--- src/rtl/scb_pkg.sv ---
package scb_pkg;

    localparam int PADDR_W    = 32;
    localparam int OFFSET_W   = 5;
    localparam int BANKS      = 4;
    localparam int LINE_BYTES = 32;
    localparam int WORD_BYTES = 8;
    localparam int DC_IDX_W   = 3;

    typedef logic [PADDR_W-1:0]          paddr_t;
    typedef logic [PADDR_W-OFFSET_W-1:0] line_addr_t;
    typedef logic [$clog2(BANKS)-1:0]    bank_t;
    typedef logic [8*WORD_BYTES-1:0]     word_t;
    typedef logic [WORD_BYTES-1:0]       bmask_t;
    typedef logic [8*LINE_BYTES-1:0]     line_data_t;
    typedef logic [LINE_BYTES-1:0]       line_mask_t;
    typedef logic [DC_IDX_W-1:0]         dc_idx_t;

    typedef struct packed {
        logic   en;
        paddr_t addr;
        word_t  data;
        bmask_t mask;
    } store_req_t;

    typedef struct packed {
        word_t  data;
        bmask_t mask;
    } fwd_rsp_t;

    typedef struct packed {
        dc_idx_t    idx;
        paddr_t     paddr;
        line_data_t data;
        line_mask_t mask;
    } dc_write_t;

    function automatic line_addr_t line_of(input paddr_t addr);
        return addr[PADDR_W-1:OFFSET_W];
    endfunction

    function automatic bank_t bank_of(input paddr_t addr);
        return addr[OFFSET_W-1:OFFSET_W-$bits(bank_t)];
    endfunction

endpackage

--- src/rtl/scb_data_store.sv ---
`timescale 1ns/1ps

module scb_data_store #(
    parameter int ENTRIES = 8
) (
    input  logic                       clk,
    input  logic                       wr_en,
    input  logic [$clog2(ENTRIES)-1:0] wr_idx,
    input  logic                       wr_new,
    input  scb_pkg::bank_t             wr_bank,
    input  scb_pkg::word_t             wr_data,
    input  scb_pkg::bmask_t            wr_mask,
    input  logic [$clog2(ENTRIES)-1:0] rd_idx,
    input  scb_pkg::bank_t             rd_bank,
    input  logic [$clog2(ENTRIES)-1:0] line_idx,
    output scb_pkg::word_t             rd_word,
    output scb_pkg::bmask_t            rd_bmask,
    output scb_pkg::line_data_t        line_data,
    output scb_pkg::line_mask_t        line_mask
);
    import scb_pkg::*;

    word_t  data_q [ENTRIES][BANKS];
    bmask_t vld_q  [ENTRIES][BANKS];

    // ##################################################
    // Masked byte write
    // ##################################################

    always_ff @(posedge clk) begin
        if (wr_en) begin
            for (int k = 0; k < WORD_BYTES; k++) begin
                if (wr_mask[k]) begin
                    data_q[wr_idx][wr_bank][8*k +: 8] <= wr_data[8*k +: 8];
                end
            end
        end
    end

    // Fresh entry drops every old valid bit.
    // The written bank's update below takes priority.
    always_ff @(posedge clk) begin
        if (wr_en) begin
            if (wr_new) begin
                for (int b = 0; b < BANKS; b++) begin
                    vld_q[wr_idx][b] <= '0;
                end
                vld_q[wr_idx][wr_bank] <= wr_mask;
            end else begin
                vld_q[wr_idx][wr_bank] <= vld_q[wr_idx][wr_bank] | wr_mask;
            end
        end
    end

    // ##################################################
    // Combinational reads
    // ##################################################

    assign rd_word  = data_q[rd_idx][rd_bank];
    assign rd_bmask = vld_q[rd_idx][rd_bank];

    // Bank 0 sits in the low bits of the line.
    always_comb begin
        for (int b = 0; b < BANKS; b++) begin
            line_data[$bits(word_t)*b +: $bits(word_t)] = data_q[line_idx][b];
            line_mask[WORD_BYTES*b +: WORD_BYTES]       = vld_q[line_idx][b];
        end
    end

endmodule

--- config.mk ---
export PLATFORM = sky130hd
export DESIGN_NAME = scb_data_store
export DESIGN_NICKNAME = d
export VERILOG_FILES = /design/src/rtl/scb_pkg.sv /design/src/rtl/scb_data_store.sv
export SDC_FILE = /design/constraint.sdc
export NUM_CORES = 2
export LEC_CHECK = 0
export BUFFER_PORTS_ARGS = -buffer_cell sky130_fd_sc_hd__buf_2
export CAP_MARGIN = 5
export CORE_MARGIN = 3
export CORE_UTILIZATION = 60
export CTS_CLUSTER_SIZE = 20
export DETAILED_ROUTE_END_ITERATION = 16
export PLACE_DENSITY = 0.78
export SYNTH_ARGS = -nofsm -noshare
export SYNTH_HDL_FRONTEND = slang
export SYNTH_SLANG_ARGS = --single-unit
--- constraint.sdc ---
create_clock -name clk -period 6.41 [get_ports clk]
set_input_delay 0.9615 -clock clk [delete_from_list [all_inputs] [get_ports clk]]
set_output_delay 0.9615 -clock clk [all_outputs]
set_load 0.01 [all_outputs]
==> qor.csv <==
stage,metric,value,unit
grt,initial antenna violation count,12,
grt,remaining global-route overflow,0,
timing,Total Neg Setup Slack,0,ps
route,drt first pass iters,6,
placed_design,placed cell area,113000,sq um
clock_tree,Max clock buf depth,3,
grt,first-pass GRT wire length,425.2,mm
worst_setup_path,Crit Path Max Fanout,49,
route,drt wl/cell,36.90,um
power_and_ir_drop,Int Power,0.02542,W
cells_and_area,synthesis-to-finish area growth,11.53,%
cells_and_area,nets@finish,5495,
clock_tree,CTS tree,done,
worst_setup_path,CP endpoint kind,output port,
power_and_ir_drop,Reg power frac,0.510,
outcome,status,"complete, no violations",
floorplanning,Cell Rows,154,
logic_synthesis,"Cell Area, Synth",107800,sq um
logic_synthesis,synthesized flop and latch total,2304,
clock_tree,Root Buffer,clkbuf_16,
logic_synthesis,Yosys Warn Count,0,
timing,fmax,214.5,MHz
worst_setup_path,Worst setup SP type,primary input,
logic_synthesis,Post-synth EDFFs,2304,
clock_tree,# H-tree levels,4,
cells_and_area,"commonest cells after routing, fill and taps aside","edfxtp_1, mux4_2, buf_2",
timing,worst slew pin tran,1329,ps
clock_tree,Worst-path clk slew,60,ps
clock_tree,Clock Sinks,2304,
power_and_ir_drop,clock power share,0.397,
floorplanning,I/O pins,448,
cells_and_area,Final Cell Area,120200,sq um
clock_tree,CTS buffer count,227,
worst_setup_path,Worst Path Required,5450,ps
clock_tree,CTS resizes,0,
power_and_ir_drop,Net Sw Frac,0.2254,
timing,max_slew headroom,0.1107,
worst_setup_path,WS Path Type,in -> out,
route,vias post-DR,58750,
route,Routed WL,292.9,mm
floorplanning,Die Height,429.9,um
timing,final setup violation count,0,
hold_path,Hold Path Class,in -> reg,
power_and_ir_drop,Lkg Pwr,37.79,nW
timing,clk_skew,27.35,ps
clock_tree,worst skew pair latency,860,ps
grt,vias in the first global route,59720,
cells_and_area,"most common cell after layout, fill and taps aside",edfxtp_1,
logic_synthesis,mean area per synthesized cell,21.58,sq um
logic_synthesis,ys async rst share,0,
clock_tree,hold_buf cts,0,
grt,largest net degree at the start of global routing,95,
logic_synthesis,"Distinct cells, synth",51,
power_and_ir_drop,Max VDD drop,0.2697,mV
worst_setup_path,Worst EP arrival,3700,ps
timing,Tmin final,4662,ps
power_and_ir_drop,Comb pwr share,0.093,
logic_synthesis,Synth Instances,4997,
power_and_ir_drop,total net switching power,0.007399,W
route,drt via density,7.401,
clock_tree,Post-CTS Setup Bufs,0,
power_and_ir_drop,Pwr Density,273.0,nW/um^2
route,DRT iter0 DRCs,8263,
placed_design,post-DP HPWL,182.8,mm
grt,gr usage total,0.3205,
cells_and_area,Fillers,10900,
timing,unrepaired setup endpoints after global routing,no,
floorplanning,Die X,429.9,um
timing,fin. max-slew vios,0,
route,Final ANT Viol Nets,0,
logic_synthesis,Mapped Nets,5085,
logic_synthesis,ys flop type,edfxtp_1,
job,number of max-cap violations,0,
timing,WHS,603.5,ps
timing,Final Hold Viols,0,
cells_and_area,"Core Util, Final",0.6775,
placed_design,IO Port Bufs,447,
floorplanning,die area,184800,sq um
route,# DRC,0,
floorplanning,Core Region,177500,sq um
cells_and_area,layout cells sized above 1,0.4663,
logic_synthesis,sequential area share after synthesis,0.6417,
placed_design,GP Congestion,0.8985,
floorplanning,Starting Density,0.6075,
timing,Final period util,0.7272,
==> final timing paths <==
check	startpoint	endpoint	slack (ps)	cells past startpoint
worst min register to register	vld_q[2][2]	vld_q[2][2]	940	2
worst max register to register	vld_q[0][5]	vld_q[5][13]	3810	5
worst max-delay path	rd_idx[0]	rd_word[55]	1750	7
worst min-delay path	wr_data[27]	data_q[0][219]	600	1
==> kinds of logic after synthesis <==
family	count (synthesis)	share of synthesized area
DFF	2304	0.6417
muxes	1714	0.3164
buffers and inverters	407	0.01600
and+or+nand+nor	438	0.01700
AOI/OAI and AO/OA	134	0.008855
==> routing by layer <==
| metal | global-route usage | wire length [um] |
|---|---|---|
| met5 | 0 | 82 |
| met3 | 0.07041 | 31710 |
| met2 | 0.5107 | 143900 |
| met1 | 0.4275 | 100600 |
| met4 | 0.1556 | 16650 |
==> sequential cells by signal, summed over array words and instances (netlist names) <==
| name | count |
|---|---|
| data_q | 2048 |
| vld_q | 256 |
==> cell type report <==
cell class	instances	area (sq um)	share of cell area
Sequential cell	2304	69190	0.5754
Timing Repair Buffer	581	3915	0.03256
Tap cell	2340	2928	0.02435
Antenna cell	7	17.52	0.0001457
Multi-Input combinational cell	2286	36980	0.3075
Clock inverter	125	1174	0.009761
Inverter	7	26.28	0.0002185
Clock buffer	288	6016	0.05003
==> per-stage QoR <==
step	total power, W	cells	worst slack [ps]
after global placement	0.02005	7518	1761
after floorplan	0.01887	4997	2493
after CTS	0.03293	7931	1731
after global routing	0.03369	7933	1648
after detailed placement	0.02009	7518	1741
final	0.03282	7938	1748
==> synth_stat cells, types with 4 or more instances <==
library cell / count / area share
a21oi_1: 30 / 0.0014
o22ai_1: 6 / 0.00035
o21ai_1: 4 / 0.00019
nand2b_1: 4 / 0.00023
a22oi_1: 12 / 0.00084
nand3b_1: 9 / 0.00063
buf_1: 40 / 0.0014
nor3_1: 4 / 0.00019
mux2_2: 382 / 0.040
buf_2: 125 / 0.0058
a221oi_1: 33 / 0.0027
nand2_1: 38 / 0.0013
inv_1: 7 / 0.00024
buf_4: 5 / 0.00035
nand3_1: 43 / 0.0020
o21ai_0: 14 / 0.00065
edfxtp_1: 2304 / 0.64
nor2_1: 313 / 0.011
a211oi_1: 4 / 0.00028
nor2b_1: 7 / 0.00041
and2_1: 4 / 0.00023
o211ai_1: 4 / 0.00028
mux4_2: 1317 / 0.28
clkbuf_1: 227 / 0.0079
mux2i_1: 15 / 0.0014
==> power groups by stage <==
| stage | registers, W | logic, W | clock network (W) |
|---|---|---|---|
| after floorplan | 0.0170 | 0.00183 | 0 |
| after global placement | 0.0170 | 0.00300 | 0 |
| after detailed placement | 0.0171 | 0.00303 | 0 |
| after CTS | 0.0167 | 0.00305 | 0.0131 |
| after global routing | 0.0167 | 0.00318 | 0.0138 |
| final | 0.0167 | 0.00305 | 0.0130 |
==> critical path, stage by stage <==
cell and delay [ps]:
buf_8 460, buf_12 280, buf_12 250, mux4_2 550, mux4_2 540, mux2_2 320, buf_2 150
Power figures use the tool's default switching activity.
