[src/rtl/scb_pkg.sv]
package scb_pkg;

    localparam int PADDR_W    = 32;
    localparam int OFFSET_W   = 5;
    localparam int BANKS      = 4;
    localparam int LINE_BYTES = 32;
    localparam int WORD_BYTES = 8;
    localparam int DC_IDX_W   = 3;

    typedef logic [PADDR_W-1:0]          paddr_t;
    typedef logic [PADDR_W-OFFSET_W-1:0] line_addr_t;
    typedef logic [$clog2(BANKS)-1:0]    bank_t;
    typedef logic [8*WORD_BYTES-1:0]     word_t;
    typedef logic [WORD_BYTES-1:0]       bmask_t;
    typedef logic [8*LINE_BYTES-1:0]     line_data_t;
    typedef logic [LINE_BYTES-1:0]       line_mask_t;
    typedef logic [DC_IDX_W-1:0]         dc_idx_t;

    typedef struct packed {
        logic   en;
        paddr_t addr;
        word_t  data;
        bmask_t mask;
    } store_req_t;

    typedef struct packed {
        word_t  data;
        bmask_t mask;
    } fwd_rsp_t;

    typedef struct packed {
        dc_idx_t    idx;
        paddr_t     paddr;
        line_data_t data;
        line_mask_t mask;
    } dc_write_t;

    function automatic line_addr_t line_of(input paddr_t addr);
        return addr[PADDR_W-1:OFFSET_W];
    endfunction

    function automatic bank_t bank_of(input paddr_t addr);
        return addr[OFFSET_W-1:OFFSET_W-$bits(bank_t)];
    endfunction

endpackage

[src/rtl/scb_entry_ctrl.sv]
`timescale 1ns/1ps

module scb_entry_ctrl #(
    parameter int ENTRIES = 8,
    parameter int SETTLE  = 4
) (
    input  logic                       clk,
    input  logic                       rst,
    input  scb_pkg::store_req_t        stage,
    input  logic                       ld_en,
    input  scb_pkg::paddr_t            ld_addr,
    input  logic                       dc_ready,
    input  logic                       dc_done,
    input  logic [$clog2(ENTRIES)-1:0] dc_done_idx,
    output logic                       st_stall,
    output logic                       wr_en,
    output logic [$clog2(ENTRIES)-1:0] wr_idx,
    output logic                       wr_new,
    output logic                       fwd_hit,
    output logic [$clog2(ENTRIES)-1:0] fwd_idx,
    output logic                       drain_go,
    output logic [$clog2(ENTRIES)-1:0] drain_idx,
    output scb_pkg::line_addr_t        drain_line
);
    import scb_pkg::*;

    typedef logic [$clog2(ENTRIES)-1:0] idx_t;

    localparam logic [SETTLE-1:0] SETTLE_TOP = {1'b1, {(SETTLE-1){1'b0}}};

    logic [ENTRIES-1:0] valid_q;
    logic [ENTRIES-1:0] drain_q;
    line_addr_t         line_q [ENTRIES];

    logic [ENTRIES-1:0] st_match;
    logic [ENTRIES-1:0] ld_match;
    logic [ENTRIES-1:0] wr_vec;
    logic [ENTRIES-1:0] settled;
    logic [ENTRIES-1:0] drain_cand;

    line_addr_t st_line;
    line_addr_t ld_line;
    logic       st_hit;
    logic       st_hit_drain;
    logic       any_free;
    idx_t       st_idx;
    idx_t       free_idx;

    // Lowest set bit wins.
    function automatic idx_t first_set(input logic [ENTRIES-1:0] vec);
        idx_t idx;
        idx = '0;
        for (int i = ENTRIES - 1; i >= 0; i--) begin
            if (vec[i]) begin
                idx = idx_t'(i);
            end
        end
        return idx;
    endfunction

    assign st_line = line_of(stage.addr);
    assign ld_line = line_of(ld_addr);

    // ##################################################
    // Per-entry match and settle counters
    // ##################################################

    for (genvar i = 0; i < ENTRIES; i++) begin : g_entry
        logic [SETTLE-1:0] settle_q;

        assign st_match[i] = valid_q[i] && (line_q[i] == st_line);
        assign ld_match[i] = valid_q[i] && (line_q[i] == ld_line);
        assign wr_vec[i]   = wr_en && (wr_idx == idx_t'(i));
        assign settled[i]  = (settle_q == '0);

        // Reloaded on every write, then walks down to zero.
        always_ff @(posedge clk or posedge rst) begin
            if (rst) begin
                settle_q <= '0;
            end else if (wr_vec[i]) begin
                settle_q <= SETTLE_TOP;
            end else begin
                settle_q <= settle_q >> 1;
            end
        end

        a_settle_onehot: assert property (@(posedge clk) disable iff (rst)
            $onehot0(settle_q))
            else $error("settle counter %0d not one-hot", i);
    end

    // ##################################################
    // Store merge, allocate or stall
    // ##################################################

    assign st_hit       = |st_match;
    assign st_hit_drain = |(st_match & drain_q);
    assign any_free     = ~&valid_q;
    assign st_idx       = first_set(st_match);
    assign free_idx     = first_set(~valid_q);

    assign st_stall = stage.en && (st_hit_drain || (!st_hit && !any_free));
    assign wr_en    = stage.en && !st_stall;
    assign wr_new   = !st_hit;
    assign wr_idx   = st_hit ? st_idx : free_idx;

    // Line tags are only meaningful while the entry is valid.
    always_ff @(posedge clk) begin
        if (wr_en && wr_new) begin
            line_q[wr_idx] <= st_line;
        end
    end

    // Load lookup, draining entries still forward.
    assign fwd_hit = ld_en && (|ld_match);
    assign fwd_idx = first_set(ld_match);

    // ##################################################
    // Drain selection and release
    // ##################################################

    // An entry written this cycle would be read stale by the drain.
    assign drain_cand = valid_q & ~drain_q & settled & ~wr_vec;
    assign drain_go   = dc_ready && (|drain_cand);
    assign drain_idx  = first_set(drain_cand);
    assign drain_line = line_q[drain_idx];

    always_ff @(posedge clk or posedge rst) begin
        if (rst) begin
            valid_q <= '0;
            drain_q <= '0;
        end else begin
            if (wr_en && wr_new) begin
                valid_q[wr_idx] <= 1'b1;
                drain_q[wr_idx] <= 1'b0;
            end
            if (drain_go) begin
                drain_q[drain_idx] <= 1'b1;
            end
            if (dc_done) begin
                valid_q[dc_done_idx] <= 1'b0;
                drain_q[dc_done_idx] <= 1'b0;
            end
        end
    end

    a_done_draining: assert property (@(posedge clk) disable iff (rst)
        dc_done |-> valid_q[dc_done_idx] && drain_q[dc_done_idx])
        else $error("dc_done for entry %0d that is not draining", dc_done_idx);

    a_no_write_draining: assert property (@(posedge clk) disable iff (rst)
        wr_en |-> !drain_q[wr_idx])
        else $error("store written into draining entry %0d", wr_idx);

endmodule

[config.mk]
export PLATFORM = sky130hd
export DESIGN_NAME = scb_entry_ctrl
export DESIGN_NICKNAME = d
export VERILOG_FILES = /design/src/rtl/scb_pkg.sv /design/src/rtl/scb_entry_ctrl.sv
export SDC_FILE = /design/constraint.sdc
export NUM_CORES = 1
export LEC_CHECK = 0
export BUFFER_PORTS_ARGS = -buffer_cell sky130_fd_sc_hd__buf_2
export CORE_AREA = 8 8 254 183
export DETAILED_ROUTE_END_ITERATION = 12
export DIE_AREA = 0 0 262 191
export PLACE_DENSITY = 0.68
export SYNTH_ARGS = -nofsm -noshare
export SYNTH_HDL_FRONTEND = slang
export SYNTH_SLANG_ARGS = --single-unit
[constraint.sdc]
create_clock -name clk -period 22 [get_ports clk]
set_input_delay 6.6 -clock clk [delete_from_list [all_inputs] [get_ports clk]]
set_output_delay 6.6 -clock clk [all_outputs]
set_load 0.005 [all_outputs]
==> run metrics, run 1 <==
CTS tree=built; Initial Utilization=0.392; Max Clk Rate=0.0489 GHz; Synth Flop Type=edfxtp_1; Final GP Congestion=1.09; Synth-to-Final Area Change=10.4%; Seq cells post-synth=264; Gate Count Post-Synth=1613; CTS Sinks=264; Flop pwr share=0.259; fraction of registers with async set/reset=0.182; H-tree Lvls=1; Post-CTS Setup Repair Bufs=0; CP Cell Sequence=buf_2, xnor2_1, nand4_1, nor4_2, a22oi_1, a211o_2, nand2_1, inv_1, a2111oi_1, o31ai_4, buf_4, buf_4, nand3_1, a21oi_1, or4_1, buf_2; HPWL after DPL=58000 µm; pre-CTS setup slack=2.17 ns; ANT nets after route=0; fin crit share=0.930; RSZ-0062 raised after global routing=false; Post-synth EDFFs=216; Clock power frac=0.166; Worst Max-Slew Pin Slew=1.22 ns; largest net degree at the start of global routing=72; Area contributors post-synth=edfxtp_1 (39%), xnor2_1 (14%), xor2_1 (8.2%); Synth cell types=75; IO Port Bufs=103; Yosys top cell area share=0.387; Core Area=42800 µm²; Warnings, synthesis=0; syn nets=1758; die height=191 µm; Final #Nets=1791; DR pass1 iterations=8; share of cells above drive strength 1=0.117; Fill cells=4113; Final min period=20.46 ns; number of buffers created by CTS=29; worst r2r dst=drain_q[2]; WS Path Type=in2out; Slowest cell on crit path=xnor2_1; Clock Skew=0.0328 ns; met3 usage=0.141; CTS Root Cell=clkbuf_16; Fin. Hold Viols=0; Worst Path Arrival=13.86 ns; Slowest Stage Delay on Critical Path=0.87 ns; CTS hold repair buffers=0; Starting DRT DRC Count=2916; Comb pwr share=0.576; Slew HR=0.181; Worst Setup End Kind=output pin; met2 usage in global routing=0.425; Worst setup SP type=input pin; synthesized cell area=16800 µm²; worst setup path startpoint=stage[103]; die area=50000 µm²; reg2reg start=line_q[4][26]; Via Count=15100; Switching Fraction=0.521; Critical Path Fanout Max=61; reported leakage power=6.21 nW; met1 Track Usage GR=0.438; post-synthesis sequential area ratio=0.458; Reg2Reg Depth=16; multi-input logic area=8470 µm²; HP Class=reg2reg; CTS clock-pin slew for the worst setup and hold paths=0.06 ns; layer with the highest usage=met1; vias per inst=6.75; final setup TNS=0 ns; net switching power=1.56 mW; Mapped Avg Cell Area=10.4 µm²; Final WS setup=1.54 ns; cell-internal power=1.44 mW; status=completed; Clock Latency Late Sink=0.61 ns; GRT Total Usage=0.313; row cnt=64; final setup fails=0; I/O pin total=186; grt ovf=0; # DRC=0; post-synth top area cell=edfxtp_1; die width=262 µm; Resized cells post-CTS=0; vias in the first global route=14100; max_cap viols=0; Max VDD drop=121 µV; Worst setup endpoint=drain_line[5]; drt wl/cell=36.0 µm; register-to-register setup slack=15.06 ns; P per Cell Area=162 nW/µm²; Final Max Tran Viols=0; wirelength, routed=80200 µm; first-pass GRT wire length=110000 µm; initial antenna violation count=4; Clock Path Buffers=3; Storage cell area=7690 µm²; Crit path required time=15.40 ns
-- sequential cells by signal, indices dropped and copies added (netlist names) --
register          cells
line_q              216
valid_q               8
drain_q               8
g_entry.settle_q     32
-- cells in the final DEF, fill, tap and decap left out, types with 4 or more instances in the layout --
master	count
a21oi_1	113
nor3_2	6
nand3_1	127
nand4_1	117
o21a_1	8
o32a_1	4
nor4_2	4
edfxtp_1	216
clkbuf_1	4
nand2b_1	10
buf_2	103
o21ai_1	58
o21ai_0	55
a31oi_1	4
buf_4	16
and3_1	6
inv_1	12
nor4_1	73
nor2_1	20
dfrtp_1	48
or4_1	35
xnor2_1	273
nor4b_1	5
nand2_1	26
xor2_1	158
and4_1	6
and2_1	7
nor3_1	9
nor2b_1	25
clkbuf_16	32
-- per-layer routing --
layer | up-vias | part of all wire | wire [µm]
li1 | 6046 | - | -
met5 | - | 0.00016 | 13
met1 | 7455 | 0.39 | 31300
met4 | 2 | 0.039 | 3160
met3 | 163 | 0.18 | 14300
met2 | 1386 | 0.39 | 31400
-- through the flow --
step	hold WS, ns	utilization	power, mW	cell area (µm²)	instances
after global routing	0.505	0.433	3.08	18500	2228
after detailed placement	0.468	0.411	2.42	17600	2176
after global placement	0.464	0.411	2.40	17600	2176
final	0.479	0.433	2.99	18500	2229
after CTS	0.483	0.433	2.92	18500	2228
after floorplan	0.454	-	1.74	16800	1613
-- synthesized netlist by cell type, types with 4 or more instances --
cell type    n
buf_6       17
nor2_1      21
buf_2       22
xnor2_1    273
o31a_1       4
nor3_1      14
nand4_1    117
nor4_1      75
or4_1       35
clkbuf_1    65
and4_1       6
edfxtp_1   216
o21a_1       8
a21oi_1    113
o32a_1       4
nand3_1    127
nand2b_1    10
a31oi_1      4
o21ai_0     55
xor2_1     158
buf_4        8
dfrtp_1     48
and3_1       6
nand2_1     27
nor4b_1      5
o21ai_1     58
nor2b_1     25
and2_1       7
inv_1       13
clkbuf_2     4
-- critical path, delay by kind of cell --
kind                   cells  cell delay [ns]
AND/OR/NAND/NOR            5             2.86
AO/OA/AOI/OAI              5             1.90
buffers and inverters      5             1.57
XOR/XNOR                   1             0.87
-- power groups by stage --
stage | Clock, mW | Sequential (mW) | Combinational (mW)
finish | 0.497 | 0.774 | 1.72
global route | 0.519 | 0.776 | 1.79
CTS | 0.500 | 0.765 | 1.66
detailed placement | 0 | 0.774 | 1.65
global placement | 0 | 0.772 | 1.63
floorplan | 0 | 0.714 | 1.03
-- layout make-up --
class | instances | share of cell area
Tap cell | 561 | 0.0379
Inverter | 16 | 0.00338
Timing Repair Buffer | 120 | 0.0354
Multi-Input combinational cell | 1215 | 0.457
Clock inverter | 14 | 0.00574
Antenna cell | 1 | 0.000135
Clock buffer | 38 | 0.0452
Sequential cell | 264 | 0.415
-- how the worst min path moves through the flow --
stage | from | to | slack (ns) | cells past startpoint
finish | g_entry[1].settle_q[3] | g_entry[1].settle_q[2] | 0.48 | 1
floorplan | g_entry[1].settle_q[2] | g_entry[1].settle_q[1] | 0.45 | 1
global route | g_entry[1].settle_q[3] | g_entry[1].settle_q[2] | 0.51 | 1
detailed placement | g_entry[1].settle_q[3] | g_entry[1].settle_q[2] | 0.47 | 1
CTS | g_entry[1].settle_q[3] | g_entry[1].settle_q[2] | 0.48 | 1
global placement | g_entry[1].settle_q[3] | g_entry[1].settle_q[2] | 0.46 | 1
-- cells by family (layout without fill, tap and decap cells) --
group,count (synthesis),count (layout),share of synthesized area
other cells,0,1,0
buf+inv,134,188,0.0415
xor+xnor,432,432,0.226
mux,3,3,0.00179
flops,264,264,0.458
compound gates,284,284,0.0974
simple gates,496,496,0.175
(Power assumes the default switching activity.)
==> run 2, diff against run 1 <==
Settings changed: ABC_AREA set to 1, CORE_AREA 8 8 254 183 to 8 8 295 212, DIE_AREA 0 0 262 191 to 0 0 303 220, PLACE_DENSITY 0.68 to 0.6.
==> run 2 against run 1 <==
Utilization fell by 5.4 points. Via count rose by 43%. Synthesized cell count rose by 76%. Hold slack improved by 0.010 ns. Die area rose by 33%. Combinational power rose by 19%. Critical path depth rose by 13. Clock power rose by 20%. Design area rose by 18%. Largest power group unchanged.
==> run metrics, run 2 <==
multi-input logic area=9470 µm² (+12%); met1 Track Usage GR=0.466 (+0.0289); WS Path Type=in2out; Initial Utilization=0.337 (-0.0555); Crit path required time=15.40 ns (about the same); pre-CTS setup slack=2.91 ns (+0.744 ns); fraction of registers with async set/reset=0.182 (unchanged); Worst Setup End Kind=output pin; Fin. Hold Viols=0 (unchanged); Power, Total=3.38 mW (+13%); I/O pin total=186 (unchanged); share of cells above drive strength 1=0.0968 (-0.0202); Final GP Congestion=1.06 (-2.2%); Slowest cell on crit path=buf_4; Yosys top cell area share=0.334 (-0.0528); H-tree Lvls=2 (+1); crit-path most repeated cell=nand2_1; largest registers=line_q (216), g_entry.settle_q (32); syn nets=2980 (+70%); Area contributors post-synth=edfxtp_1 (33%), nand2_1 (18%), inv_1 (8.1%); Slew HR=0.306 (+0.125); number of buffers created by CTS=34 (+17%); Mapped Avg Cell Area=6.85 µm² (-34%); Reg2Reg Depth=24 (+8); P per Cell Area=155 nW/µm² (-4.4%); Largest register FFs=216 (unchanged); synthesized cell area=19400 µm² (+16%); Final Max Tran Viols=0 (unchanged); CTS Root Cell=clkbuf_16; Worst setup endpoint=drain_line[0]; fin area=21800 µm² (+18%); Fill cells=6313 (+53%); largest net degree at the start of global routing=82 (+14%); IO Port Bufs=103 (unchanged); status=completed; CTS tree=built; max_cap viols=0 (unchanged); CTS hold repair buffers=0 (unchanged); met2 usage in global routing=0.508 (+0.0830); row cnt=74 (+16%); reg2reg start=line_q[2][19]; Clock Path Buffers=3 (unchanged); first-pass GRT wire length=162000 µm (+47%); most frequent cells in the layout=nand2_1 (949), inv_1 (416), nand3_1 (273); final setup fails=0 (unchanged); final setup TNS=0 ns (unchanged); Resized cells post-CTS=0 (unchanged); # DRC=0 (unchanged); Worst Max-Slew Pin Slew=1.04 ns (-0.178 ns); most common cell in the synthesized netlist=nand2_1; reported leakage power=10.5 nW (+69%); Storage cell area=7690 µm² (unchanged); worst r2r dst=drain_q[3]; Max VDD drop=218 µV (+80%); Util after Layout=0.379 (-0.0544); Max Clk Rate=0.0517 GHz (+5.7%); layer with the highest usage=met2; Largest Register=line_q; Clock Latency Late Sink=0.56 ns (-0.05 ns); initial antenna violation count=8 (+4); Commonest cells post-synth=nand2_1 (949), inv_1 (417), nand3_1 (274), nor2_1 (255), edfxtp_1 (216); post-synthesis sequential area ratio=0.396 (-0.0626); drt wl/cell=32.5 µm (-9.5%); wirelength, routed=120000 µm (+50%); GRT Total Usage=0.352 (+0.0396); met3 usage=0.103 (-0.0380); HPWL after DPL=92400 µm (+59%); Core Area=57700 µm² (+35%); commonest non-fill, non-tap cell in the layout=nand2_1; Worst setup SP type=input pin; min-delay src=g_entry[3].settle_q[1]; Clock Skew=0.0178 ns (-0.0149 ns); Post-synth EDFFs=216 (unchanged); CTS Sinks=264 (unchanged); vias in the first global route=20200 (+43%); Synth-to-Final Area Change=12.4%; HP Class=reg2reg; CTS clock-pin slew for the worst setup and hold paths=0.06 ns (about the same); DR pass1 iterations=7 (-1); worst setup path startpoint=stage[88]; post-synth top area cell=edfxtp_1; fin crit share=0.879 (-0.0505); ANT nets after route=0 (unchanged); die width=303 µm (+16%); Seq cells post-synth=264 (unchanged); Gate Count Post-Synth=2835 (+76%); die area=66700 µm² (+33%); Post-CTS Setup Repair Bufs=0 (unchanged); Worst Path Arrival=12.74 ns (-1.12 ns); Synth Flop Type=edfxtp_1; RSZ-0062 raised after global routing=false; vias per inst=5.81 (-14%); Warnings, synthesis=0 (unchanged); grt ovf=0 (unchanged); Final min period=19.34 ns (-1.11 ns); placed cell area=20700 µm² (+18%); die height=220 µm (+15%); Starting DRT DRC Count=3084 (+5.8%); register-to-register setup slack=16.90 ns (+1.84 ns); Final WS setup=2.66 ns (+1.11 ns); Slowest Stage Delay on Critical Path=0.83 ns (-0.04 ns); Critical Path Fanout Max=64 (+4.9%); Via Count=21500 (+43%); Synth cell types=44 (-41%); Final #Nets=3056 (+71%)
## run 2: cells by family after synthesis
family | share of synthesized area
and+or+nand+nor | 0.363
buffers and inverters | 0.120
DFF | 0.396
AOI/OAI and AO/OA | 0.0701
xor gates and xnor gates | 0.0514
## run 2: how the worst min path moves through the flow
stage                                   to  cells after the start  slack [ns]
floorplan           g_entry[6].settle_q[2]                      2        0.46
global placement    g_entry[6].settle_q[2]                      2        0.46
detailed placement  g_entry[6].settle_q[2]                      2        0.47
CTS                 g_entry[3].settle_q[0]                      2        0.49
global route        g_entry[2].settle_q[0]                      2        0.51
finish              g_entry[3].settle_q[0]                      2        0.49
## run 2: area by class of cell
class | instances | area share
multi-input cells | 1994 | 0.434
clock buffers | 43 | 0.0429
repair buffers | 141 | 0.0372
diodes | 3 | 0.000344
well taps | 760 | 0.0435
inverters | 476 | 0.0818
clock inverters | 17 | 0.00865
flip-flops and latches | 264 | 0.352
## run 2: per-stage QoR
step	hold WS, ns	cells
after floorplan	0.460	2835
after global placement	0.464	3635
after detailed placement	0.473	3635
after CTS	0.489	3695
after global routing	0.508	3695
final	0.489	3698
## run 2: report_power, final
group          switching (mW)  total, mW  internal [mW]
clock                   0.246      0.596          0.349
combinational            1.51       2.04          0.521
sequential             0.0932      0.747          0.654
total                    1.85       3.38           1.52
## run 2: critical path, delay by kind of cell
kind,cells,cell delay (ns)
and+or+nand+nor,22,4.06
AOI/OAI and AO/OA,1,0.25
buffers and inverters,6,1.70
## run 2: routing by layer
metal,up-vias,part of all wire
met4,10,0.068
met2,1600,0.41
li1,9284,-
met3,371,0.13
met1,10200,0.40
met5,-,0.00064
