### src/rtl/scb_pkg.sv
package scb_pkg;

    localparam int PADDR_W    = 32;
    localparam int OFFSET_W   = 5;
    localparam int BANKS      = 4;
    localparam int LINE_BYTES = 32;
    localparam int WORD_BYTES = 8;
    localparam int DC_IDX_W   = 3;

    typedef logic [PADDR_W-1:0]          paddr_t;
    typedef logic [PADDR_W-OFFSET_W-1:0] line_addr_t;
    typedef logic [$clog2(BANKS)-1:0]    bank_t;
    typedef logic [8*WORD_BYTES-1:0]     word_t;
    typedef logic [WORD_BYTES-1:0]       bmask_t;
    typedef logic [8*LINE_BYTES-1:0]     line_data_t;
    typedef logic [LINE_BYTES-1:0]       line_mask_t;
    typedef logic [DC_IDX_W-1:0]         dc_idx_t;

    typedef struct packed {
        logic   en;
        paddr_t addr;
        word_t  data;
        bmask_t mask;
    } store_req_t;

    typedef struct packed {
        word_t  data;
        bmask_t mask;
    } fwd_rsp_t;

    typedef struct packed {
        dc_idx_t    idx;
        paddr_t     paddr;
        line_data_t data;
        line_mask_t mask;
    } dc_write_t;

    function automatic line_addr_t line_of(input paddr_t addr);
        return addr[PADDR_W-1:OFFSET_W];
    endfunction

    function automatic bank_t bank_of(input paddr_t addr);
        return addr[OFFSET_W-1:OFFSET_W-$bits(bank_t)];
    endfunction

endpackage

### src/rtl/scb_response_stage.sv
`timescale 1ns/1ps

module scb_response_stage #(
    parameter int ENTRIES = 8
) (
    input  logic                       clk,
    input  logic                       rst,
    input  logic                       ld_en,
    input  logic                       fwd_hit,
    input  scb_pkg::word_t             rd_word,
    input  scb_pkg::bmask_t            rd_bmask,
    input  logic                       drain_go,
    input  logic [$clog2(ENTRIES)-1:0] drain_idx,
    input  scb_pkg::line_addr_t        drain_line,
    input  scb_pkg::line_data_t        line_data,
    input  scb_pkg::line_mask_t        line_mask,
    output scb_pkg::fwd_rsp_t          fwd,
    output logic                       dc_req,
    output scb_pkg::dc_write_t         dc_wr
);
    import scb_pkg::*;

    word_t     fwd_data_q;
    bmask_t    fwd_mask_q;
    logic      dc_req_q;
    dc_write_t dc_wr_q;

    always_ff @(posedge clk or posedge rst) begin
        if (rst) begin
            fwd_mask_q <= '0;
            dc_req_q   <= 1'b0;
        end else begin
            fwd_mask_q <= (ld_en && fwd_hit) ? rd_bmask : '0;
            dc_req_q   <= drain_go;
        end
    end

    // Payload, only meaningful under its mask or strobe.
    always_ff @(posedge clk) begin
        fwd_data_q <= rd_word;
        if (drain_go) begin
            dc_wr_q.idx   <= dc_idx_t'(drain_idx);
            dc_wr_q.paddr <= {drain_line, {OFFSET_W{1'b0}}};
            dc_wr_q.data  <= line_data;
            dc_wr_q.mask  <= line_mask;
        end
    end

    assign fwd    = '{data: fwd_data_q, mask: fwd_mask_q};
    assign dc_req = dc_req_q;
    assign dc_wr  = dc_wr_q;

    // A drained entry always holds at least one written byte.
    a_drain_nonempty: assert property (@(posedge clk) disable iff (rst)
        dc_req |-> (|dc_wr.mask))
        else $error("drain of entry %0d with empty mask", dc_wr.idx);

endmodule

### config.mk
export PLATFORM = sky130hd
export DESIGN_NAME = scb_response_stage
export DESIGN_NICKNAME = d
export VERILOG_FILES = /design/src/rtl/scb_pkg.sv /design/src/rtl/scb_response_stage.sv
export SDC_FILE = /design/constraint.sdc
export NUM_CORES = 1
export LEC_CHECK = 0
export ABC_AREA = 0
export BUFFER_PORTS_ARGS = -buffer_cell sky130_fd_sc_hd__buf_2
export CORE_AREA = 2 2 305 307
export CTS_CLUSTER_DIAMETER = 60
export DETAILED_ROUTE_END_ITERATION = 12
export DIE_AREA = 0 0 307 309
export HOLD_SLACK_MARGIN = 0.08
export MAX_ROUTING_LAYER = met4
export SYNTH_ARGS = -nofsm -noshare
export SYNTH_HDL_FRONTEND = slang
export SYNTH_SLANG_ARGS = --single-unit
### constraint.sdc
create_clock -name clk -period 0.8 [get_ports clk]
set_clock_uncertainty 0.05 [all_clocks]
set_input_delay 0.04 -clock clk [delete_from_list [all_inputs] [get_ports clk]]
set_output_delay 0.04 -clock clk [all_outputs]
set_load 0.02 [all_outputs]
==> flow_summary.toml, run 1 <==
[clocking]
htree_num_levels = 2
cts_buffers = 49
cts_root_buf = "clkbuf_16"
clkSinkCount = 391
postCtsSetupBuffers = 0
cts_buffer_depth = 3

[floorplanning]
die_h_um = 309
ios = 791
rows = 111
die_x_um = 307
start_util_pct = 12.2

[grt]
grt_pass1_wl_um = 73800
grt_max_degree = 26
grt_usage_pct = 11.5
grt_antenna_before_repair = 34
grt_pass1_vias = 10301
overflow = 0

[logic_synthesis]
synth_compound_area_share_pct = 0
synthSimpleGateAreaFrac_pct = 0.449
synth_top_area_cell = "edfxtp_1"
synth.area.mux_share_pct = 0
netlist.area_leader.share_pct = 85.6
ys_seq_elements = 391
syn_area_sq_um = 11200
syn_inst = 406
synth.most_common_cell = "edfxtp_1"
synthTopCellsByArea = "edfxtp_1 86%, dfxtp_1 11%, dfrtp_1 2.0%"
yosysSeqAreaShare_pct = 99.1
synth_top_family_by_area = "simple AND/OR/NAND/NOR gates"
synth_xor_xnor_area_share_pct = 0
async_flop_share_pct = 2.30
synthTopCellsByCount = "318 x edfxtp_1, 64 x dfxtp_1, 9 x dfrtp_1, 8 x and3_1, 5 x buf_4"
avgSynthCellArea_sq_um = 27.5
synthAdderAreaFrac_pct = 0
synth_edf_count = 318
synth.distinct_cells = 7
synth_ff_type = "edfxtp_1"
yosysWarningCount = 0

[placement]
io_buffers = 785
place_congestion = 0.807
dp_hpwl_um = 41400

[sta]
postGrtWorstEndpoint = "dc_wr[165]"
worst-ep-kind = "primary output"

[outcome]
outcome = "stopped before the end"
toolErrorMsg = "[ERROR DRT-0255] Maze Route cannot find path of net dc_wr[65] in worker of routeBox ( 289800 96600 ) ( 307000 144900 )."
haltStage = "detailed routing (5_2_route)"
## repair_timing
action,in CTS,in global routing
hold buffers,435,3
hold endpoints to repair,718,407
setup endpoints to repair,391,418
gates resized for setup,535,238
## cells by family after synthesis
family / after synthesis
simple gates: 8
flops: 391
buf+inv: 6
other cells: 1
## routing by layer
layer	GRT usage, %
met5	-
met4	5.03
met3	6.09
met2	18.3
met1	11.7
## through the flow
step                      setup WS, ns  std cells  hold WS [ns]  instance area (sq um)  setup TNS (ns)
after global routing            -0.600       2956        -0.161                  25100         -186.28
after floorplan                  0.261        410        -0.182                  11200               0
after global placement          -0.228       2411       -0.0314                  16900          -46.48
after CTS                       -0.609       2937        -0.171                  24400         -186.39
after detailed placement        -0.236       2411       -0.0173                  16900          -47.51
==> inputs of run 2 (changes only) <==
CTS_CLUSTER_DIAMETER = default   (was 60)
HOLD_SLACK_MARGIN = default   (was 0.08)
MAX_ROUTING_LAYER = default   (was met4)
PLACE_DENSITY_LB_ADDON = 0.15   (was default)
==> flow_summary.toml, run 2 <==
[grt]
grt_pass1_vias = 10436
grt_antenna_before_repair = 14
grt_max_degree = 24
overflow = 0
grt_usage_pct = 9.92
grt_pass1_wl_um = 68400

[logic_synthesis]
netlist.area_leader.share_pct = 85.6
synth_edf_count = 318
yosysWarningCount = 0
yosysSeqAreaShare_pct = 99.1
avgSynthCellArea_sq_um = 27.5
synth.most_common_cell = "edfxtp_1"
synthTopCellsByArea = "edfxtp_1 86%, dfxtp_1 11%, dfrtp_1 2.0%"
synthTopCellsByCount = "318 x edfxtp_1, 64 x dfxtp_1, 9 x dfrtp_1, 8 x and3_1, 5 x buf_4"
synth_ff_type = "edfxtp_1"
ys_seq_elements = 391
synth_top_area_cell = "edfxtp_1"
syn_area_sq_um = 11200
async_flop_share_pct = 2.30
synth.distinct_cells = 7
syn_inst = 406

[power]
p_leak_nw = 10.6
peakVddDrop_mv = 1.45
p_per_area_nw_per_um2 = 2170
p_total_w = 0.0550

[final_layout]
final_cell_mix = "442 x dlygate4sd3_1, 419 x buf_2, 365 x buf_6"
finalInstanceArea_sq_um = 25400
layout-drive-gt1-share_pct = 54.3
final_nets = 2114
final_common_cell = "dlygate4sd3_1"
final_cells = 2949
utilization_pct = 27.8
largest_reg_flops = 318
syn2layout_area_growth_pct = 128

[routing]
via_per_inst = 3.11
drt_iter0_markers = 423
drc_errors = 0
num_vias = 9163
dr.pass1.iters = 4
drt_wl_total_um = 49500
detail-route-antenna-nets = 0
routedWlPerCell_um = 16.8

[sta]
hold_viol = 106
worst_hold_slack_ns = -0.189
finalWorstSetupSlack_ns = -0.527
setup_viol = 437
rsz0062_at_grt = "true"
max_clock_freq_mhz = 754
final_max_slew_viol_count = 0
setup_tns_ns = -155.72
finalCritPeriodShare_pct = 166
finalCriticalPeriod_ns = 1.33

[outcome]
violations = "negative hold slack, negative setup slack"
outcome = "finished, violations left"

[floorplanning]
start_util_pct = 12.2
rows = 111
die_x_um = 307
die_area_sq_um = 94900
die_h_um = 309
core_region_area_sq_um = 91400
ios = 791

[critical_path]
max_stage_delay_ns = 0.47
crit_buf_inv = 1
path_cells = "buf_6"
crit_path_end_kind = "output port"
crit_slowest_cell = "edfxtp_1"
worst-setup-path-type = "reg -> out"
path_max_fanout = 1
cp.required_ns = 0.71
cp_top_family = "flip-flops"
arrival_ns = 1.24
start_kind = "flop"

[clocking]
htree_num_levels = 2
postCtsSetupBuffers = 0
clkSinkCount = 391
cts_buffer_depth = 3
cts_buffers = 49
clk_pin_slew_ns = 0.06
cts_root_buf = "clkbuf_16"
tritoncts = "built"
hold_buffers = 450

[placement]
dp_hpwl_um = 37500
dp_cells = 2411
place_area_sq_um = 17000
io_buffers = 785
place_congestion = 0.821

[job]
cap_viol_max_count = 0

[min_path]
hold_class = "in -> reg"
## run 2: cell counts after synthesis
No cell type changed its count.
## run 2: metal layers
| layer | GRT usage, % | part of all wire [%] | routed length (um) |
|---|---|---|---|
| met3 | 3.19 | 7.8 | 3880 |
| met1 | 10.5 | 35 | 17200 |
| met5 | 0 | 0.12 | 59 |
| met2 | 17.9 | 54 | 26600 |
| met4 | 4.46 | 3.5 | 1710 |
## run 2: stage by stage
step / setup WS [ns] / hold WS [ns]
after floorplan: 0.261 / -0.182
after global placement: -0.162 / -0.0237
after detailed placement: -0.159 / -0.0284
after CTS: -0.565 / -0.239
after global routing: -0.569 / -0.223
final: -0.527 / -0.189
## run 2: cell families after synthesis
logic type | count (synthesis) | share of synthesized area, %
buffers and inverters | 6 | 0.370
DFF | 391 | 99.1
and+or+nand+nor | 8 | 0.449
other | 1 | 0.0336
## run 2: report_power, final
group | total (W) | internal [W] | switching, W
Sequential | 0.0245 | 0.0237 | 0.000745
Clock | 0.0218 | 0.0132 | 0.00866
Combinational | 0.00866 | 0.00478 | 0.00388
## run 2: repair_timing
action | CTS | global route
setup endpoints to repair | 391 | 408
hold endpoints to repair | 687 | 182
resized for setup | 634 | 165
## run 2: final timing paths
path / to / start / cells past startpoint
hold / removal: dc_wr[294] / drain_go / 2
max in group asynchronous: dc_req / rst / 4
min in group asynchronous: fwd_mask_q[4] / rst / 4
setup / recovery: dc_wr[163] / dc_wr[163] / 1
## run 2: layout make-up
| type | count | area, sq um |
|---|---|---|
| Fill cell | 9294 | 66000 |
| Timing Repair Buffer | 1263 | 11100 |
| Clock buffer | 80 | 1510 |
| Multi-Input combinational cell | 13 | 68.8 |
| Tap cell | 1186 | 1480 |
| Sequential cell | 391 | 11100 |
| Clock inverter | 11 | 95.1 |
| Inverter | 1 | 7.51 |
| Antenna cell | 4 | 10.0 |
Note: power is estimated with default switching activity, not from simulation.
==> inputs of run 3 (changes only) <==
PLACE_DENSITY = 0.41   (was default)
PLACE_DENSITY_LB_ADDON = default   (was 0.15)
clock period = 1.65 ns   (was 0.8 ns; I/O delays follow)
==> flow_summary.toml, run 3 (synthesis gave the netlist of run 2 again) <==
[power]
internal_power_w = 0.0192
combPwrFrac_pct = 12.8
p_sw_w = 0.00610
peakVddDrop_mv = 0.901
p_per_area_nw_per_um2 = 1130
p_leak_nw = 9.49
switching_share_pct = 24.1
power_frac_seq_pct = 46.1
clockPowerShare_pct = 41.1

[final_layout]
finalInstanceArea_sq_um = 22300
final_nets = 2054
largest_reg_flops = 318
final_common_cell = "buf_2"
syn2layout_area_growth_pct = 100
final_cell_mix = "784 x buf_2, 401 x dlygate4sd3_1, 318 x edfxtp_1"
layout-drive-gt1-share_pct = 51.7

[clocking]
cts_root_buf = "clkbuf_16"
hold_buffers = 401
cts_buffers = 45
cts_buffer_depth = 3
clk_pin_slew_ns = 0.05
htree_num_levels = 2
postCtsSetupBuffers = 0
cts-resized-gates = 0
tritoncts = "built"
clkSinkCount = 391

[floorplanning]
die_area_sq_um = 94900
ios = 791
start_util_pct = 12.2
core_region_area_sq_um = 91400
rows = 111
die_x_um = 307
die_h_um = 309

[routing]
wl_met1_um = 15500
drt_iter0_markers = 437
drt_wl_total_um = 44300
via_per_inst = 3.05
num_vias = 8790
dr.pass1.iters = 4
top_layer = "met5"
detail-route-antenna-nets = 0
routedWlPerCell_um = 15.3
drc_errors = 0
wl_met2_um = 23000
wl_met3_um = 4430

[sta]
final_max_slew_viol_count = 0
hold_viol = 0
max_clock_freq_mhz = 741
setup_tns_ns = 0
finalCriticalPeriod_ns = 1.35
setup_viol = 0
finalCritPeriodShare_pct = 81.8
rsz0062_at_grt = "false"

[grt]
grt_antenna_before_repair = 21
overflow = 0
grt_max_degree = 59
grt_pass1_vias = 9834
grt_pass1_wl_um = 59900
grt_usage_pct = 8.62

[min_path]
hold_class = "in -> reg"
whs_path_depth = 2

[critical_path]
cp.required_ns = 1.52
cp_top_family = "flip-flops"
worst-setup-path-type = "reg -> out"
arrival_ns = 1.22
crit_slowest_cell = "edfxtp_1"
max_stage_delay_ns = 0.45
path_cells = "buf_2"
path_max_fanout = 1
crit_path_end_kind = "output port"
crit_buf_inv = 1
critPathLaunch = "dc_wr[163]"
cp.depth = 1
crit_end = "dc_wr[163]"
start_kind = "flop"

[placement]
place_congestion = 0.786
io_buffers = 785
place_area_sq_um = 16700
dp_hpwl_um = 32300

[job]
cap_viol_max_count = 0

[outcome]
outcome = "finished, final reports clean"
[run 3: cell types whose count changed in the layout (fill, tap and decap cells not counted), moves of 5 or more]
cell / delta
buf_4: -5
buf_2: +365
dlygate4sd3_1: -41
clkinv_1: +6
buf_12: -9
bufinv_16: +5
clkbuf_1: -13
dfxtp_2: -62
buf_6: -365
clkbuf_8: -5
clkbuf_16: -6
dfxtp_1: +64
[run 3: worst min path at each step]
| stage | startpoint | end | slack, ns |
|---|---|---|---|
| after global placement | rst | dc_req | 0.02 |
| final | rd_word[27] | fwd_data_q[27] | 0.07 |
| after global routing | rd_word[44] | fwd_data_q[44] | 0.02 |
| after CTS | rd_word[37] | fwd_data_q[37] | 0.0002 |
| after floorplan | rst | dc_req | -0.14 |
| after detailed placement | rst | fwd_mask_q[4] | 0.04 |
[run 3: through the flow]
stage	worst slack (ns)	hold WS (ns)	util, %	std cells	total power [W]
2_1_floorplan	1.07	-0.140	-	410	0.0128
3_3_place_gp	0.366	0.0183	18.3	2397	0.0143
3_5_place_dp	0.356	0.0389	18.3	2397	0.0144
4_1_cts	0.176	0.000168	24.4	2881	0.0258
5_1_grt	0.195	0.0218	24.4	2883	0.0264
6_report	0.301	0.0729	24.4	2884	0.0253
[run 3: layout make-up]
class | count | area (sq um)
Antenna cell | 3 | 7.51
Clock buffer | 56 | 1240
Clock inverter | 27 | 303
Fill cell | 9507 | 69100
Inverter | 1 | 3.75
Multi-Input combinational cell | 13 | 68.8
Sequential cell | 391 | 11100
Tap cell | 1186 | 1480
Timing Repair Buffer | 1207 | 8150
[run 3: routing by layer]
| layer | global-route usage, % | up-vias |
|---|---|---|
| met1 | 8.63 | 4097 |
| met2 | 15.8 | 517 |
| met4 | 3.23 | 4 |
| met3 | 3.73 | 80 |
| met5 | 0 | - |
| li1 | - | 4092 |
[run 3: power by group through the flow]
stage	registers, W	logic [W]	clock network, W
finish	0.0117	0.00323	0.0104
global route	0.0117	0.00342	0.0112
CTS	0.0117	0.00327	0.0108
detailed placement	0.0119	0.00248	0
global placement	0.0119	0.00249	0
floorplan	0.0128	0.0000274	0
==> inputs of run 4 (changes only) <==
PLACE_DENSITY = 0.42   (was 0.41)
clock period = 1.2 ns   (was 1.65 ns; I/O delays follow)
==> flow_summary.toml, run 4 (synthesis gave the netlist of run 2 again) <==
[grt]
overflow = 0
grt_max_degree = 33
grt_pass1_wl_um = 59300
grt_antenna_before_repair = 11
grt_usage_pct = 8.47
grt_pass1_vias = 9938

[critical_path]
crit_path_end_kind = "output port"
path_cells = "buf_6"
crit_buf_inv = 1
path_max_fanout = 1
cp.required_ns = 1.09
arrival_ns = 1.19
max_stage_delay_ns = 0.45
start_kind = "flop"
worst-setup-path-type = "reg -> out"
cp_top_family = "flip-flops"
cp.depth = 1
crit_slowest_cell = "edfxtp_1"

[clocking]
tritoncts = "built"
cts_root_buf = "clkbuf_16"
cts_buffer_depth = 3
clkSinkCount = 391
cts_buffers = 45
htree_num_levels = 2
clk_pin_slew_ns = 0.06
postCtsSetupBuffers = 0

[final_layout]
final_cells = 2885
fill_cells = 9243
final_cell_mix = "454 x buf_2, 401 x dlygate4sd3_1, 318 x edfxtp_1"
syn2layout_area_growth_pct = 117
final_common_cell = "buf_2"
largest_reg_flops = 318
multi_input_comb_area_sq_um = 68.8
final_nets = 2058
seq_area_sq_um = 11100
layout-drive-gt1-share_pct = 52.7

[routing]
drt_iter0_markers = 465
routedWlPerCell_um = 15.4
drt_wl_total_um = 44300
num_vias = 8923
detail-route-antenna-nets = 0
drc_errors = 0
via_per_inst = 3.09
dr.pass1.iters = 4

[placement]
dp_hpwl_um = 32100
dp_cells = 2401
place_congestion = 0.793
dp_slack_ns = 0.182
io_buffers = 785

[floorplanning]
die_h_um = 309
core_region_area_sq_um = 91400
start_util_pct = 12.2
die_area_sq_um = 94900
rows = 111
die_x_um = 307
ios = 791

[sta]
setup_viol = 208
finalCritPeriodShare_pct = 108
final_max_slew_viol_count = 0
rsz0062_at_grt = "true"
finalCriticalPeriod_ns = 1.30
worst_hold_slack_ns = 0.0711
finalWorstSetupSlack_ns = -0.0993
max_clock_freq_mhz = 770
hold_viol = 0
setup_tns_ns = -3.39

[power]
combPwrFrac_pct = 15.6
p_per_area_nw_per_um2 = 1430
peakVddDrop_mv = 1.13
switching_share_pct = 23.8
p_sw_w = 0.00827
internal_power_w = 0.0264
p_leak_nw = 10.1
clockPowerShare_pct = 37.5
power_frac_seq_pct = 46.9

[outcome]
violations = "negative setup slack"
outcome = "finished, violations left"

[min_path]
hold_class = "in -> reg"
whs_path_depth = 2

[job]
cap_viol_max_count = 0
==> run 4: cell types whose count changed in the layout (fill, tap and decap cells not counted), moves of 3 or more <==
cell	before	now
bufinv_16	6	3
dfxtp_2	0	18
clkinvlp_4	5	1
buf_12	3	9
clkinv_1	7	2
buf_4	18	43
clkinv_2	6	11
buf_2	784	454
buf_6	0	303
dfxtp_1	64	46
clkbuf_1	6	13
clkinv_4	0	3
==> run 4: path summary, 6_finish.rpt <==
path | from | endpoint | slack [ns]
setup / recovery | dc_wr[157] | dc_wr[157] | -0.1
hold / removal | rd_word[20] | fwd_data_q[20] | 0.07
max in group asynchronous | rst | fwd_mask_q[3] | 0.26
min in group asynchronous | rst | fwd_mask_q[7] | 0.55
==> run 4: power by group through the flow <==
stage                     sequential [W]  clock, W  combinational, W
after global placement            0.0163         0           0.00347
after floorplan                   0.0176         0         0.0000377
after CTS                         0.0162    0.0135           0.00506
final                             0.0163    0.0130           0.00542
after detailed placement          0.0163         0           0.00348
after global routing              0.0163    0.0140           0.00568
==> run 4: cell type report <==
class	count	area share (%)
well taps	1186	6.12
diodes	3	0.0310
repair buffers	1211	42.1
clock inverters	20	0.769
inverters	1	0.0155
clock buffers	60	4.96
multi-input cells	13	0.284
flip-flops and latches	391	45.7
==> run 4: routing by layer <==
metal | GRT usage (%) | share of wire (%) | wire length (um)
met1 | 8.43 | 34 | 15100
met2 | 15.8 | 53 | 23500
met3 | 3.30 | 9.5 | 4210
met4 | 3.19 | 3.4 | 1500
met5 | 0 | 0.063 | 28
==> run 4: timing repair <==
action | in CTS | in global routing
hold buffers | 401 | 0
hold endpoints to repair | 452 | 0
setup endpoints to repair | 361 | 353
resized for setup | 371 | 282
==> run 4: stage by stage <==
stage	total power, W	instance area [sq um]	util, %
floorplan	0.0177	11200	-
global placement	0.0198	16900	18.4
detailed placement	0.0198	16900	18.4
CTS	0.0347	23400	25.6
global route	0.0361	24200	26.5
finish	0.0347	24200	26.5
